$ cat src/verilog/keccak_config.svh
// lane width, grid side, lane count and round count macros
`ifndef KECCAK_CONFIG_SVH
`define KECCAK_CONFIG_SVH

// one lane of the state
`define KECCAK_LANE_W 64

// state is a 5 x 5 grid of lanes
`define KECCAK_GRID 5
`define KECCAK_LANES 25

// Keccak-f[1600] round count
`define KECCAK_ROUNDS 24

`endif

$ cat src/verilog/keccak_pkg.sv
// lane, address and bus types, FSM state enums, rho and pi lookups
`default_nettype none
`include "keccak_config.svh"

package keccak_pkg;

	typedef logic [`KECCAK_LANE_W-1:0] lane_t;
	typedef logic [4:0] lane_idx_t;
	// bank bit above the lane index
	typedef logic [5:0] lane_addr_t;
	typedef logic [4:0] round_t;

	localparam logic BANK_A = 1'b0;
	localparam logic BANK_B = 1'b1;

	typedef struct packed {
		logic cyc;
		logic stb;
		logic we;
		lane_addr_t adr;
		lane_t dat;
	} lane_bus_req_t;

	typedef struct packed {
		logic ack;
		lane_t dat;
	} lane_bus_rsp_t;

	typedef enum logic [2:0] {
		P_IDLE,
		P_LOAD,
		P_WRITE,
		P_HOLD,
		P_READ,
		P_SHOW
	} port_state_e;

	typedef enum logic [2:0] {
		E_IDLE,
		E_PAR_RD,
		E_TH_RD,
		E_TH_WR,
		E_CHI_RD,
		E_CHI_WR
	} engine_state_e;

	// rotate-left amounts, ordered by x + 5*y
	localparam logic [5:0] RHO_TAB [`KECCAK_LANES] = '{
		6'd0,  6'd1,  6'd62, 6'd28, 6'd27,
		6'd36, 6'd44, 6'd6,  6'd55, 6'd20,
		6'd3,  6'd10, 6'd43, 6'd25, 6'd39,
		6'd41, 6'd45, 6'd15, 6'd21, 6'd8,
		6'd18, 6'd2,  6'd61, 6'd56, 6'd14
	};

	function automatic logic [5:0] rho_offset(lane_idx_t idx);
		return RHO_TAB[idx];
	endfunction

	// lane (x,y) lands on (y, 2x+3y mod 5)
	function automatic lane_idx_t pi_dest(lane_idx_t idx);
		int x;
		int y;
		x = idx % `KECCAK_GRID;
		y = idx / `KECCAK_GRID;
		return lane_idx_t'(y + `KECCAK_GRID * ((2 * x + 3 * y) % `KECCAK_GRID));
	endfunction

endpackage

`default_nettype wire

$ cat src/verilog/round_constant_gen.sv
// LFSR producing the iota constant of each round
`timescale 1ns/1ps
`default_nettype none

module round_constant_gen
	import keccak_pkg::*;
(
	input wire logic clk,
	input wire logic rst,
	input wire logic restart,
	input wire logic next_rc,
	output lane_t rc_lane
);

	logic [7:0] lfsr_q;
	logic [7:0] seed;
	logic [7:0] step_s;
	logic [7:0] lfsr_next;
	lane_t rc_next;

	// seed 01 gives a first-round constant of 1
	assign seed = restart ? 8'h01 : lfsr_q;

	// seven steps of x^8+x^6+x^5+x^4+1, bit j lands at 2^j - 1
	always_comb begin
		step_s = seed;
		rc_next = '0;
		for (int j = 0; j < 7; j++) begin
			rc_next[(1 << j) - 1] = step_s[0];
			step_s = step_s[7] ? ({step_s[6:0], 1'b0} ^ 8'h71) : {step_s[6:0], 1'b0};
		end
		lfsr_next = step_s;
	end

	always_ff @(posedge clk or posedge rst) begin
		if (rst) begin
			lfsr_q <= 8'h01;
			rc_lane <= '0;
		end else if (restart || next_rc) begin
			lfsr_q <= lfsr_next;
			rc_lane <= rc_next;
		end
	end

endmodule

`default_nettype wire

$ cat config.mk
export PLATFORM = sky130hd
export DESIGN_NAME = round_constant_gen
export DESIGN_NICKNAME = d
export VERILOG_FILES = /design/src/verilog/keccak_pkg.sv /design/src/verilog/round_constant_gen.sv
export VERILOG_INCLUDE_DIRS = /design/src /design/src/verilog
export SDC_FILE = /design/constraint.sdc
export NUM_CORES = 1
export LEC_CHECK = 0
export BUFFER_PORTS_ARGS = -buffer_cell sky130_fd_sc_hd__buf_2
export CELL_PAD_IN_SITES_DETAIL_PLACEMENT = 1
export CELL_PAD_IN_SITES_GLOBAL_PLACEMENT = 1
export CORE_MARGIN = 10
export CORE_UTILIZATION = 32
export DETAILED_ROUTE_END_ITERATION = 8
export PLACE_DENSITY_LB_ADDON = 0.05
export SLEW_MARGIN = 0
export SYNTH_ARGS = -nofsm -noshare
export SYNTH_HDL_FRONTEND = slang
export SYNTH_SLANG_ARGS = --single-unit
$ cat constraint.sdc
create_clock -name clk -period 4.05 [get_ports clk]
set_clock_uncertainty 0.05 [all_clocks]
set_input_delay 0 -clock clk [delete_from_list [all_inputs] [get_ports clk]]
set_output_delay 0 -clock clk [all_outputs]
set_load 0.01 [all_outputs]
Yosys cells after proc, flatten, opt, wreduce, memory -nomap -nowiden
Index checks and enable logic that the tools add are counted.

Output and inout port bits: 64. Register bits after elaboration: 15. Bits of input ports: 4.

Bitwise gates (word level): 7. Multiplexer cells: 8. Reductions and logical operators: 1.

Operators with widths (count): $mux 7 (7); $not 4->4 (7); $mux 8 (1); $logic_or 1x1->1 (1).

Depth between registers and ports, before layout
Gate-level depths: netlist of run 1.

Depth after elaboration: 15. Gate-level depth with buffers: 5.

Worst setup path before layout of run 1
OpenSTA, ideal clock, no wires.

Path type: register to register. Start: register lfsr_q[7]. End: register lfsr_q[4]. Cell stages (with the launch flop): 6. Arrival: 1.131 ns. Slack: 2.749 ns. Path buffers: 1. Setup time: 0.120 ns. Required time: 3.880 ns. Cells stage by stage: dfrtp_1 buf_2 xnor2_1 xor2_1 a21oi_1 a31o_1.

Word-level cells in the longest chain between the ends: 8. Elaborated cells between the ends (all ways): 13. Classes of those cells: mux (8); bitwise (5).

RTL lines: start: declaration (RTL line round_constant_gen.sv:15) `logic [7:0] lfsr_q;`; start signal: assignment (RTL line round_constant_gen.sv:40) `lfsr_q <= lfsr_next;`; $mux 8 (*) (RTL line round_constant_gen.sv:22) `assign seed = restart ? 8'h01 : lfsr_q;`; $mux 7 (*) (RTL line round_constant_gen.sv:30) `step_s = step_s[7] ? ({step_s[6:0], 1'b0} ^ 8'h71) : {step_s[6:0], 1'b0};`; $mux 7 / $not 4->4 (equally long branches) (2 in series); $mux 7 (*) (RTL line round_constant_gen.sv:30); $mux 7 / $not 4->4 (equally long branches); $not 4->4 (no line) / $mux 7 (equally long branches); $mux 7 (*) (RTL line round_constant_gen.sv:30).

Every way passes the cells marked *; elsewhere a longest branch is shown, timed or not. A chain may end at the register's enable or synchronous reset.

Final worst setup path of run 1
Start: register lfsr_q[3]. End: register lfsr_q[4].

Word-level cells in the longest chain between the ends: 9.

RTL lines (RTL line): $mux 8 (*) (round_constant_gen.sv:22); $not 4->4 (no line); $mux 7 (*) (round_constant_gen.sv:30); $not 4->4 (no line); $mux 7 (*) (round_constant_gen.sv:30); $not 4->4 (no line); $mux 7 (*) (3 in series) (round_constant_gen.sv:30).

Marks and branches as above.

==> results.yml, run 1 <==
synth:
  yosysUniqueCellTypes: 22
  yosys_warnings: 0
  synth_cells: 125
  yosysTopAreaCell: "buf_4"
  synthTopCellsByArea: "buf_4, dfrtp_1, xnor2_1"
  syn_area_per_cell_um2: 9.07
  synth_top_area_share_pct: 39.7
  seq_area_frac_synth_pct: 26.6
  ys_ff_latch: 12
  synth_area_um2: 1130
global_route:
  use_met3_pct: 3.83
  grt_pass1_vias: 722
  grt_pass1_wl_mm: 3.57
  top_usage_layer: "met2"
  grt_max_degree: 18
  track_usage_pct: 6.95
  antenna_found_initial: 0
  gr-total-overflow: 0
  grt_use_met2_pct: 12.6
  met1_usage_pct: 6.28
routing:
  drc: 0
  vias: 617
  first_iter_violations: 14
  ant_nets: 0
  viasPerCell: 3.51
  drt_pass1_iterations: 2
  routed_wl_mm: 2.26
  wl_per_cell_um: 12.8
sta:
  fmax_mhz: 699
  timing.setup.tns_ns: 0
  fin_crit_ns: 1.43
  holdWs_ns: -0.00151
  grt_setup_unrepaired: "false"
  drv_slew: 0
  setup_violations: 0
  fin_crit_sh_pct: 35.3
  hold_violations: 1
pwr:
  power_uw: 624
  p_leak_uw: 0.000544
  peakVddDrop_v: 0.000113
  p_per_area_nw_per_um2: 619
clock_network:
  cts_buffers: 3
  cts_buffer_depth: 2
  root_buffer: "clkbuf_4"
  clk_pin_slew_ns: 0.08
  worstSkewPairLatency_ns: 0.28
  post-cts-setup-buffer-count: 0
  h-tree-depth: 1
  cts.sinks: 12
  ctsResizeCount: 0
  cts_tree: "yes"
place:
  io_buffers: 10
  post-place-cells: 171
  dp_hpwl_mm: 1.84
  placed_area_um2: 972
  gp_congestion: 0.692
layout:
  finalNetCount: 135
  final_area_um2: 1010
  finalNonFillerCells: 176
  syn2layout_area_growth_pct: -11.0
  final_layout_size_suffix_gt1_share_pct: 11.5
  diodes: 0
  fill_cells: 418
setup_path:
  worst_setup_path_end_kind: "register"
  critPathKind: "reg -> reg"
  cp.required_ns: 4.16
  slowest_stage: "dfrtp_1"
  arrival_ns: 1.55
  cp_slowest_stage_delay_ns: 0.47
  path_buf_inv: 0
  worstPathCellList: "xnor2_2, xor2_1, a21oi_1, a31o_1"
  critPathLaunchType: "register"
  cp_top_family: "XOR/XNOR gates"
  crit_fanout: 5
floorplanning:
  coreArea_um2: 3390
  die_x_um: 79.5
  initial_core_util_pct: 33.4
  placementRows: 21
  num_io_pins: 68
  die_h_um: 79.5
  die_area_um2: 6320
outcome:
  status: "complete, but fails checks"
  violations: "hold timing"
run:
  cap_violations: 0
hold_path:
  worstHoldPathType: "in -> reg"
==> final cells by class <==
cell class                 count  area (um^2)  area share, %
tap                           46         57.6           5.71
inverter                       1         3.75          0.372
timing repair buffer          11         60.1           5.96
clock buffer                   4         26.3           2.61
sequential                    12          302           29.9
multi-input combinational    102          559           55.5
==> registers in the layout, summed over array words and instances, names as in the netlist <==
signal / flops
lfsr_q: 8
rc_lane: 4
==> where the power goes <==
group | internal [uW] | switching (uW)
Sequential | 162 | 63.4
Combinational | 163 | 156
Clock | 38.2 | 41.9
Total | 363 | 261
==> path summary, 6_finish.rpt <==
check	startpoint	end	slack (ns)	cells past startpoint
worst max-delay path	lfsr_q[3]$_DFFE_PP0P_	lfsr_q[4]$_DFFE_PP0P_	2.62	4
worst min-delay path	restart	lfsr_q[0]$_DFFE_PP1P_	-0.002	2
worst max register to register	lfsr_q[3]$_DFFE_PP0P_	lfsr_q[4]$_DFFE_PP0P_	2.62	4
worst min register to register	rc_lane[3]$_DFFE_PP0P_	rc_lane[3]$_DFFE_PP0P_	0.48	2
max in group asynchronous	rst	lfsr_q[0]$_DFFE_PP1P_	3.35	3
min in group asynchronous	rst	lfsr_q[3]$_DFFE_PP0P_	0.24	3
==> through the flow <==
step	util [%]	setup WS, ns
after detailed placement	28.7	2.63
after global placement	28.7	2.68
after floorplan	-	2.75
after CTS	29.8	2.61
after global routing	29.8	2.55
final	29.8	2.62
==> layer usage <==
layer	wire length (um)	up-vias
met5	0	-
met3	232	4
met1	780	299
li1	-	281
met2	1220	33
met4	23	0
==> what timing repair did <==
action	in CTS	in global routing
setup endpoints to repair	0	0
endpoints found under the hold margin	11	0
hold buffers	1	0
==> cell usage after synthesis <==
cell,number
xor2_1,3
xor3_1,1
xnor2_2,1
buf_4,60
mux2i_1,6
dfrtp_1,11
a31o_1,2
a211o_1,1
conb_1,1
buf_2,5
nor2_1,10
clkbuf_1,1
dfstp_2,1
nor2b_1,1
a21oi_1,3
xnor2_1,11
and3_1,1
o21bai_1,1
nand2b_1,2
a211oi_1,1
nand2_1,1
inv_1,1
==> worst register-to-register path, stage by stage (launching register included) <==
cell and delay, ns:
dfrtp_1 0.47, xnor2_2 0.27, xor2_1 0.23, a21oi_1 0.10
a31o_1 0.20
==> placed cells by master, fill, tap and decap left out <==
cell type,n
nand2_1,1
mux2i_1,6
xor3_1,1
dfstp_2,1
xnor2_2,1
buf_2,10
dlygate4sd3_1,1
a211oi_1,1
nor2b_1,1
clkbuf_4,3
a31o_1,2
nand2b_1,2
inv_1,1
nor2_1,10
conb_1,57
xnor2_1,11
xor2_1,3
clkbuf_1,1
dfrtp_1,11
a21oi_1,3
and3_1,1
o21bai_1,1
a211o_1,1
==> cell families after synthesis <==
| family | count (synthesis) | share of synthesized area, % |
|---|---|---|
| other | 1 | 0.331 |
| buffers and inverters | 67 | 42.6 |
| AOI/OAI and AO/OA | 8 | 4.97 |
| muxes | 6 | 5.30 |
| DFF | 12 | 26.6 |
| xor gates and xnor gates | 16 | 14.3 |
| and+or+nand+nor | 15 | 5.85 |
Note: power is estimated with default switching activity, not from simulation.
==> inputs of run 2 (changes only) <==
- ABC_AREA: unset -> 1
- CORE_UTILIZATION: 32 -> 28
- clock period: 4.05 -> 1.2 ns (I/O delays scaled with it)
==> run 2 against run 1 <==
Against the previous run:
- the run ends with setup timing left
- combinational power rose to 12 times the previous value
- fmax down 10%
- first-iteration DRC count rose to 3.1 times the previous value
- synthesized cell count is 51% higher
- global-route usage grew 2.0 points
- setup slack worse by 3.0 ns
- hold slack improved by 0.029 ns
- clock power grew to 5.8 times the previous value
- register-to-register slack got worse by 3.0 ns
- largest cell class unchanged
==> results.yml, run 2 <==
sta:
  fin_ws_ns: -0.390
  drv_slew: 0
  holdWs_ns: 0.0271
  fin_crit_sh_pct: 132
  hold_violations: 0
  relSlewSlack_pct: 64.1
  setup_violations: 7
  fin_crit_ns: 1.59
  timing.setup.tns_ns: -2.32
  fmax_mhz: 629
  tightest_slew_ns: 0.538
  grt_setup_unrepaired: "true"
place:
  dp_hpwl_mm: 3.07
  io_buffers: 10
  post-place-cells: 278
  gp_congestion: 0.761
routing:
  drt_pass1_iterations: 4
  viasPerCell: 3.66
  first_iter_violations: 43
  vias: 1053
  wl_per_cell_um: 12.8
  drc: 0
  ant_nets: 0
  routed_wl_mm: 3.68
synth:
  synth_top_area_share_pct: 32.5
  ys_ff_latch: 12
  synth_area_um2: 1380
  yosys.cell_count.top_type: "buf_4"
  synthTopCellsByArea: "buf_4, dfrtp_1, nand2_1"
  synth_edf_count: 0
  seq_area_frac_synth_pct: 21.8
  synth_top_flop_cell: "dfrtp_1"
  synth_cells: 189
  yosysTopAreaCell: "buf_4"
  syn_area_per_cell_um2: 7.32
  synth.top_cells.by_count: "buf_4, nand2_1, nand3_1, nand2_2"
  async_flop_share_pct: 100
  yosysUniqueCellTypes: 22
  yosys_warnings: 0
clock_network:
  root_buffer: "clkbuf_8"
  cts_buffers: 3
  cts_tree: "yes"
  cts_buffer_depth: 2
  worstSkewPairLatency_ns: 0.25
  clk_pin_slew_ns: 0.07
  h-tree-depth: 1
  cts.sinks: 12
global_route:
  grt_max_degree: 14
  grt_pass1_vias: 1183
  track_usage_pct: 8.91
  gr-total-overflow: 0
  use_met3_pct: 2.99
  grt_pass1_wl_mm: 6.04
  grt_use_met2_pct: 15.7
  met1_usage_pct: 10.4
  antenna_found_initial: 0
  top_usage_layer: "met2"
hold_path:
  worstHoldStart: "next_rc"
  hold_end: "rc_lane[1]$_DFFE_PP0P_"
  hold_depth: 3
  worstHoldPathType: "in -> reg"
pwr:
  combPwrFrac_pct: 74.4
  peakVddDrop_v: 0.000900
  seq_power_share_pct: 16.3
  clkPwrFrac_pct: 9.3
  p_leak_uw: 0.000908
  p_int_uw: 2550
  p_per_area_nw_per_um2: 3170
  switching_power_uw: 2470
  p_sw_share_pct: 49.2
layout:
  final_common_cell: "conb_1"
  top_register: "lfsr_q"
  fill_cells: 636
  finalNonFillerCells: 288
  diodes: 0
  final_layout_size_suffix_gt1_share_pct: 38.9
  top_regs: "lfsr_q x8, rc_lane x4"
  finalNetCount: 226
  syn2layout_area_growth_pct: 14.5
  largest_reg_flops: 8
  final_cell_mix: "conb_1, nand2_1, buf_4"
outcome:
  status: "complete, but fails checks"
  violations: "setup timing"
setup_path:
  r2r-end: "lfsr_q[0]$_DFFE_PP1P_"
  r2r_slack_ns: -0.39
  r2r_start: "lfsr_q[7]$_DFFE_PP0P_"
  arrival_ns: 1.72
  critPathKind: "reg -> reg"
  cp.required_ns: 1.33
  worst_setup_path_end_kind: "register"
  crit_fanout: 6
  critPathLaunchType: "register"
  rr_worst_depth: 11
floorplanning:
  coreArea_um2: 4750
  die_area_um2: 8150
  placementRows: 25
  initial_core_util_pct: 29.1
  die_x_um: 90.3
  die_h_um: 90.3
  num_io_pins: 68
run:
  cap_violations: 0
-- run 2: how the worst max path moves through the flow --
stage | from | end | slack [ns] | cells past startpoint
2_1_floorplan | lfsr_q[7]$_DFFE_PP0P_ | lfsr_q[5]$_DFFE_PP0P_ | -0.20 | 14
3_3_place_gp | lfsr_q[7]$_DFFE_PP0P_ | lfsr_q[6]$_DFFE_PP0P_ | -0.41 | 13
3_5_place_dp | lfsr_q[7]$_DFFE_PP0P_ | lfsr_q[6]$_DFFE_PP0P_ | -0.44 | 13
4_1_cts | lfsr_q[7]$_DFFE_PP0P_ | lfsr_q[0]$_DFFE_PP1P_ | -0.35 | 12
5_1_grt | lfsr_q[7]$_DFFE_PP0P_ | lfsr_q[5]$_DFFE_PP0P_ | -0.52 | 13
6_report | lfsr_q[7]$_DFFE_PP0P_ | lfsr_q[0]$_DFFE_PP1P_ | -0.39 | 11
-- run 2: worst max-delay path: stages (launching register included) --
cell and delay, ns:
dfrtp_2 0.47, inv_4 0.12, nand2_4 0.06, nand2_2 0.05, nand2_2 0.06, nand2_4 0.12, nand2_4 0.08, buf_4 0.14
nand3_1 0.08, nand2_2 0.06, buf_4 0.12, o21ai_1 0.11
-- run 2: kinds of logic after synthesis --
kind of cell	Yosys count	share of synthesized area [%]
XOR/XNOR	2	1.27
AO/OA/AOI/OAI	10	4.07
other	1	0.271
flip-flops	12	21.8
AND/OR/NAND/NOR	85	34.0
buffers and inverters	79	38.6
-- run 2: layout make-up --
type	instances	area (um^2)	area share [%]
Sequential cell	12	304	19.2
Timing Repair Buffer	33	229	14.5
Multi-Input combinational cell	154	837	52.8
Inverter	18	75.1	4.74
Clock buffer	4	55.1	3.48
Tap cell	67	83.8	5.29
-- run 2: stage by stage --
stage,utilization [%],total power [uW],setup slack [ns],cell area (um^2)
2_1_floorplan,-,3160,-0.197,1600
3_3_place_gp,29.4,3990,-0.408,1400
3_5_place_dp,29.4,4010,-0.439,1400
4_1_cts,31.9,4710,-0.354,1520
5_1_grt,33.3,5550,-0.521,1580
6_report,33.3,5020,-0.390,1580
-- run 2: power groups by stage --
stage	clock (uW)	combinational, uW	sequential, uW
2_1_floorplan	0	2400	756
3_3_place_gp	0	3210	784
3_5_place_dp	0	3220	790
4_1_cts	484	3410	809
5_1_grt	512	4190	856
6_report	467	3730	817
-- run 2: layer usage --
| metal | up-vias | wire (um) |
|---|---|---|
| li1 | 526 | - |
| met2 | 33 | 1860 |
| met3 | 0 | 224 |
| met1 | 494 | 1590 |
| met4 | 0 | 0 |
| met5 | - | 0 |
-- run 2: what timing repair did --
item                                    4_1_cts  5_1_grt
setup buffers                                 3        2
endpoints found under the hold margin        11        0
cloned                                        0        0
hold buffers                                  1        0
gates resized for setup                      12       12
pin swaps                                     4       10
endpoints found under the setup margin        9       10
==> inputs of run 3 (changes only) <==
- RECOVER_POWER: unset -> 100
==> run 3 against run 2 <==
Against the previous run:
- fmax about the same
- final cell count unchanged
- global-route usage unchanged
- via count unchanged
- core utilization decreased by 0.13 points
- the run still ends with setup timing left
- critical path depth unchanged
- sequential power about the same
- register-to-register slack about the same
==> results.yml, run 3 (synthesis results as in run 2) <==
sta:
  holdWs_ns: 0.0271
  drv_slew: 0
  fin_crit_sh_pct: 132
  hold_violations: 0
  relSlewSlack_pct: 64.1
  setup_violations: 7
  fmax_mhz: 629
  grt_setup_unrepaired: "true"
  fin_ws_ns: -0.390
  tightest_slew_ns: 0.538
  fin_crit_ns: 1.59
global_route:
  track_usage_pct: 8.91
  grt_pass1_wl_mm: 6.04
  antenna_found_initial: 0
  grt_pass1_vias: 1183
  gr-total-overflow: 0
  grt_max_degree: 14
hold_path:
  hold_depth: 3
  worstHoldPathType: "in -> reg"
  worstHoldStart: "next_rc"
  hold_end: "rc_lane[1]$_DFFE_PP0P_"
setup_path:
  crit_fanout: 6
  critPathLaunchType: "register"
  r2r_start: "lfsr_q[7]$_DFFE_PP0P_"
  arrival_ns: 1.72
  cp.required_ns: 1.33
  r2r-end: "lfsr_q[0]$_DFFE_PP1P_"
  r2r_slack_ns: -0.39
  rr_worst_depth: 11
  critPathKind: "reg -> reg"
  crit_start: "lfsr_q[7]$_DFFE_PP0P_"
  worst_setup_path_end_kind: "register"
layout:
  diodes: 0
  finalNetCount: 226
  multi_input_area_um2: 837
  top_regs: "lfsr_q x8, rc_lane x4"
  final_layout_size_suffix_gt1_share_pct: 36.7
  top_register: "lfsr_q"
  syn2layout_area_growth_pct: 14.0
  finalNonFillerCells: 288
  final_cell_mix: "conb_1, nand2_1, buf_4"
  fill_cells: 639
  largest_reg_flops: 8
  final_area_um2: 1580
  regArea_um2: 304
  final_common_cell: "conb_1"
clock_network:
  root_buffer: "clkbuf_8"
  cts_buffers: 3
  cts.sinks: 12
  clk_pin_slew_ns: 0.07
  worstSkewPairLatency_ns: 0.25
  cts_tree: "yes"
  cts_buffer_depth: 2
  h-tree-depth: 1
routing:
  wl_per_cell_um: 12.8
  vias: 1053
  drc: 0
  viasPerCell: 3.66
  drt_pass1_iterations: 4
  ant_nets: 0
  first_iter_violations: 50
  routed_wl_mm: 3.67
floorplanning:
  coreArea_um2: 4750
  num_io_pins: 68
  die_h_um: 90.3
  die_area_um2: 8150
  placementRows: 25
  die_x_um: 90.3
  initial_core_util_pct: 29.1
place:
  placed_area_um2: 1400
  gp_congestion: 0.761
  io_buffers: 10
  dp_hpwl_mm: 3.07
  post-place-cells: 278
  place_ws_ns: -0.439
pwr:
  peakVddDrop_v: 0.000898
  p_leak_uw: 0.000890
  p_per_area_nw_per_um2: 3170
outcome:
  status: "complete, but fails checks"
  violations: "setup timing"
run:
  cap_violations: 0
run 3: cell types whose count changed in the layout (fill, tap and decap cells not counted):
cell,before,now
clkbuf_1,0,5
buf_4,21,19
buf_2,10,5
clkbuf_4,0,2
run 3: report_power, final:
group          total [uW]  switching [uW]  internal [uW]
Combinational        3720            2090           1630
Sequential            817             205            612
Clock                 467             177            291
run 3: worst max-delay path by stage:
stage	to	slack [ns]	cells after the start
floorplan	lfsr_q[5]$_DFFE_PP0P_	-0.20	14
global placement	lfsr_q[6]$_DFFE_PP0P_	-0.41	13
detailed placement	lfsr_q[6]$_DFFE_PP0P_	-0.44	13
CTS	lfsr_q[0]$_DFFE_PP1P_	-0.35	12
global route	lfsr_q[5]$_DFFE_PP0P_	-0.52	13
finish	lfsr_q[0]$_DFFE_PP1P_	-0.39	11
run 3: final cells by class:
class	count	share of cell area, %
Sequential cell	12	19.3
Clock buffer	4	3.49
Tap cell	67	5.31
Timing Repair Buffer	33	14.1
Inverter	18	4.76
Multi-Input combinational cell	154	53.1
run 3: critical path, cell delays in order, from the launching register on:
cell and delay (ns):
dfrtp_2 0.47, inv_4 0.12, nand2_4 0.06, nand2_2 0.05
nand2_2 0.06, nand2_4 0.12, nand2_4 0.08, buf_4 0.14
nand3_1 0.08, nand2_2 0.06, buf_4 0.12, o21ai_1 0.11
run 3: per-layer routing:
metal | wire length (um) | vias up | GRT usage [%]
met5 | 0 | - | 0
met4 | 0 | 0 | 1.19
li1 | - | 526 | -
met2 | 1860 | 33 | 15.7
met3 | 223 | 0 | 2.99
met1 | 1590 | 494 | 10.4
run 3: per-stage QoR:
stage / setup TNS (ns) / total power (uW) / util [%]
after floorplan: -0.785 / 3160 / -
after global placement: -2.37 / 3990 / 29.4
after detailed placement: -2.51 / 4010 / 29.4
after CTS: -2.14 / 4710 / 31.9
after global routing: -3.38 / 5540 / 33.2
final: -2.32 / 5000 / 33.2
run 3: repair_timing:
action / 4_1_cts / 5_1_grt
endpoints found under the hold margin: 11 / 0
hold buffers: 1 / 0
buffers inserted: 3 / 2
gates cloned: 0 / 0
pin swaps: 4 / 10
resized for setup: 12 / 12
endpoints found under the setup margin: 9 / 10
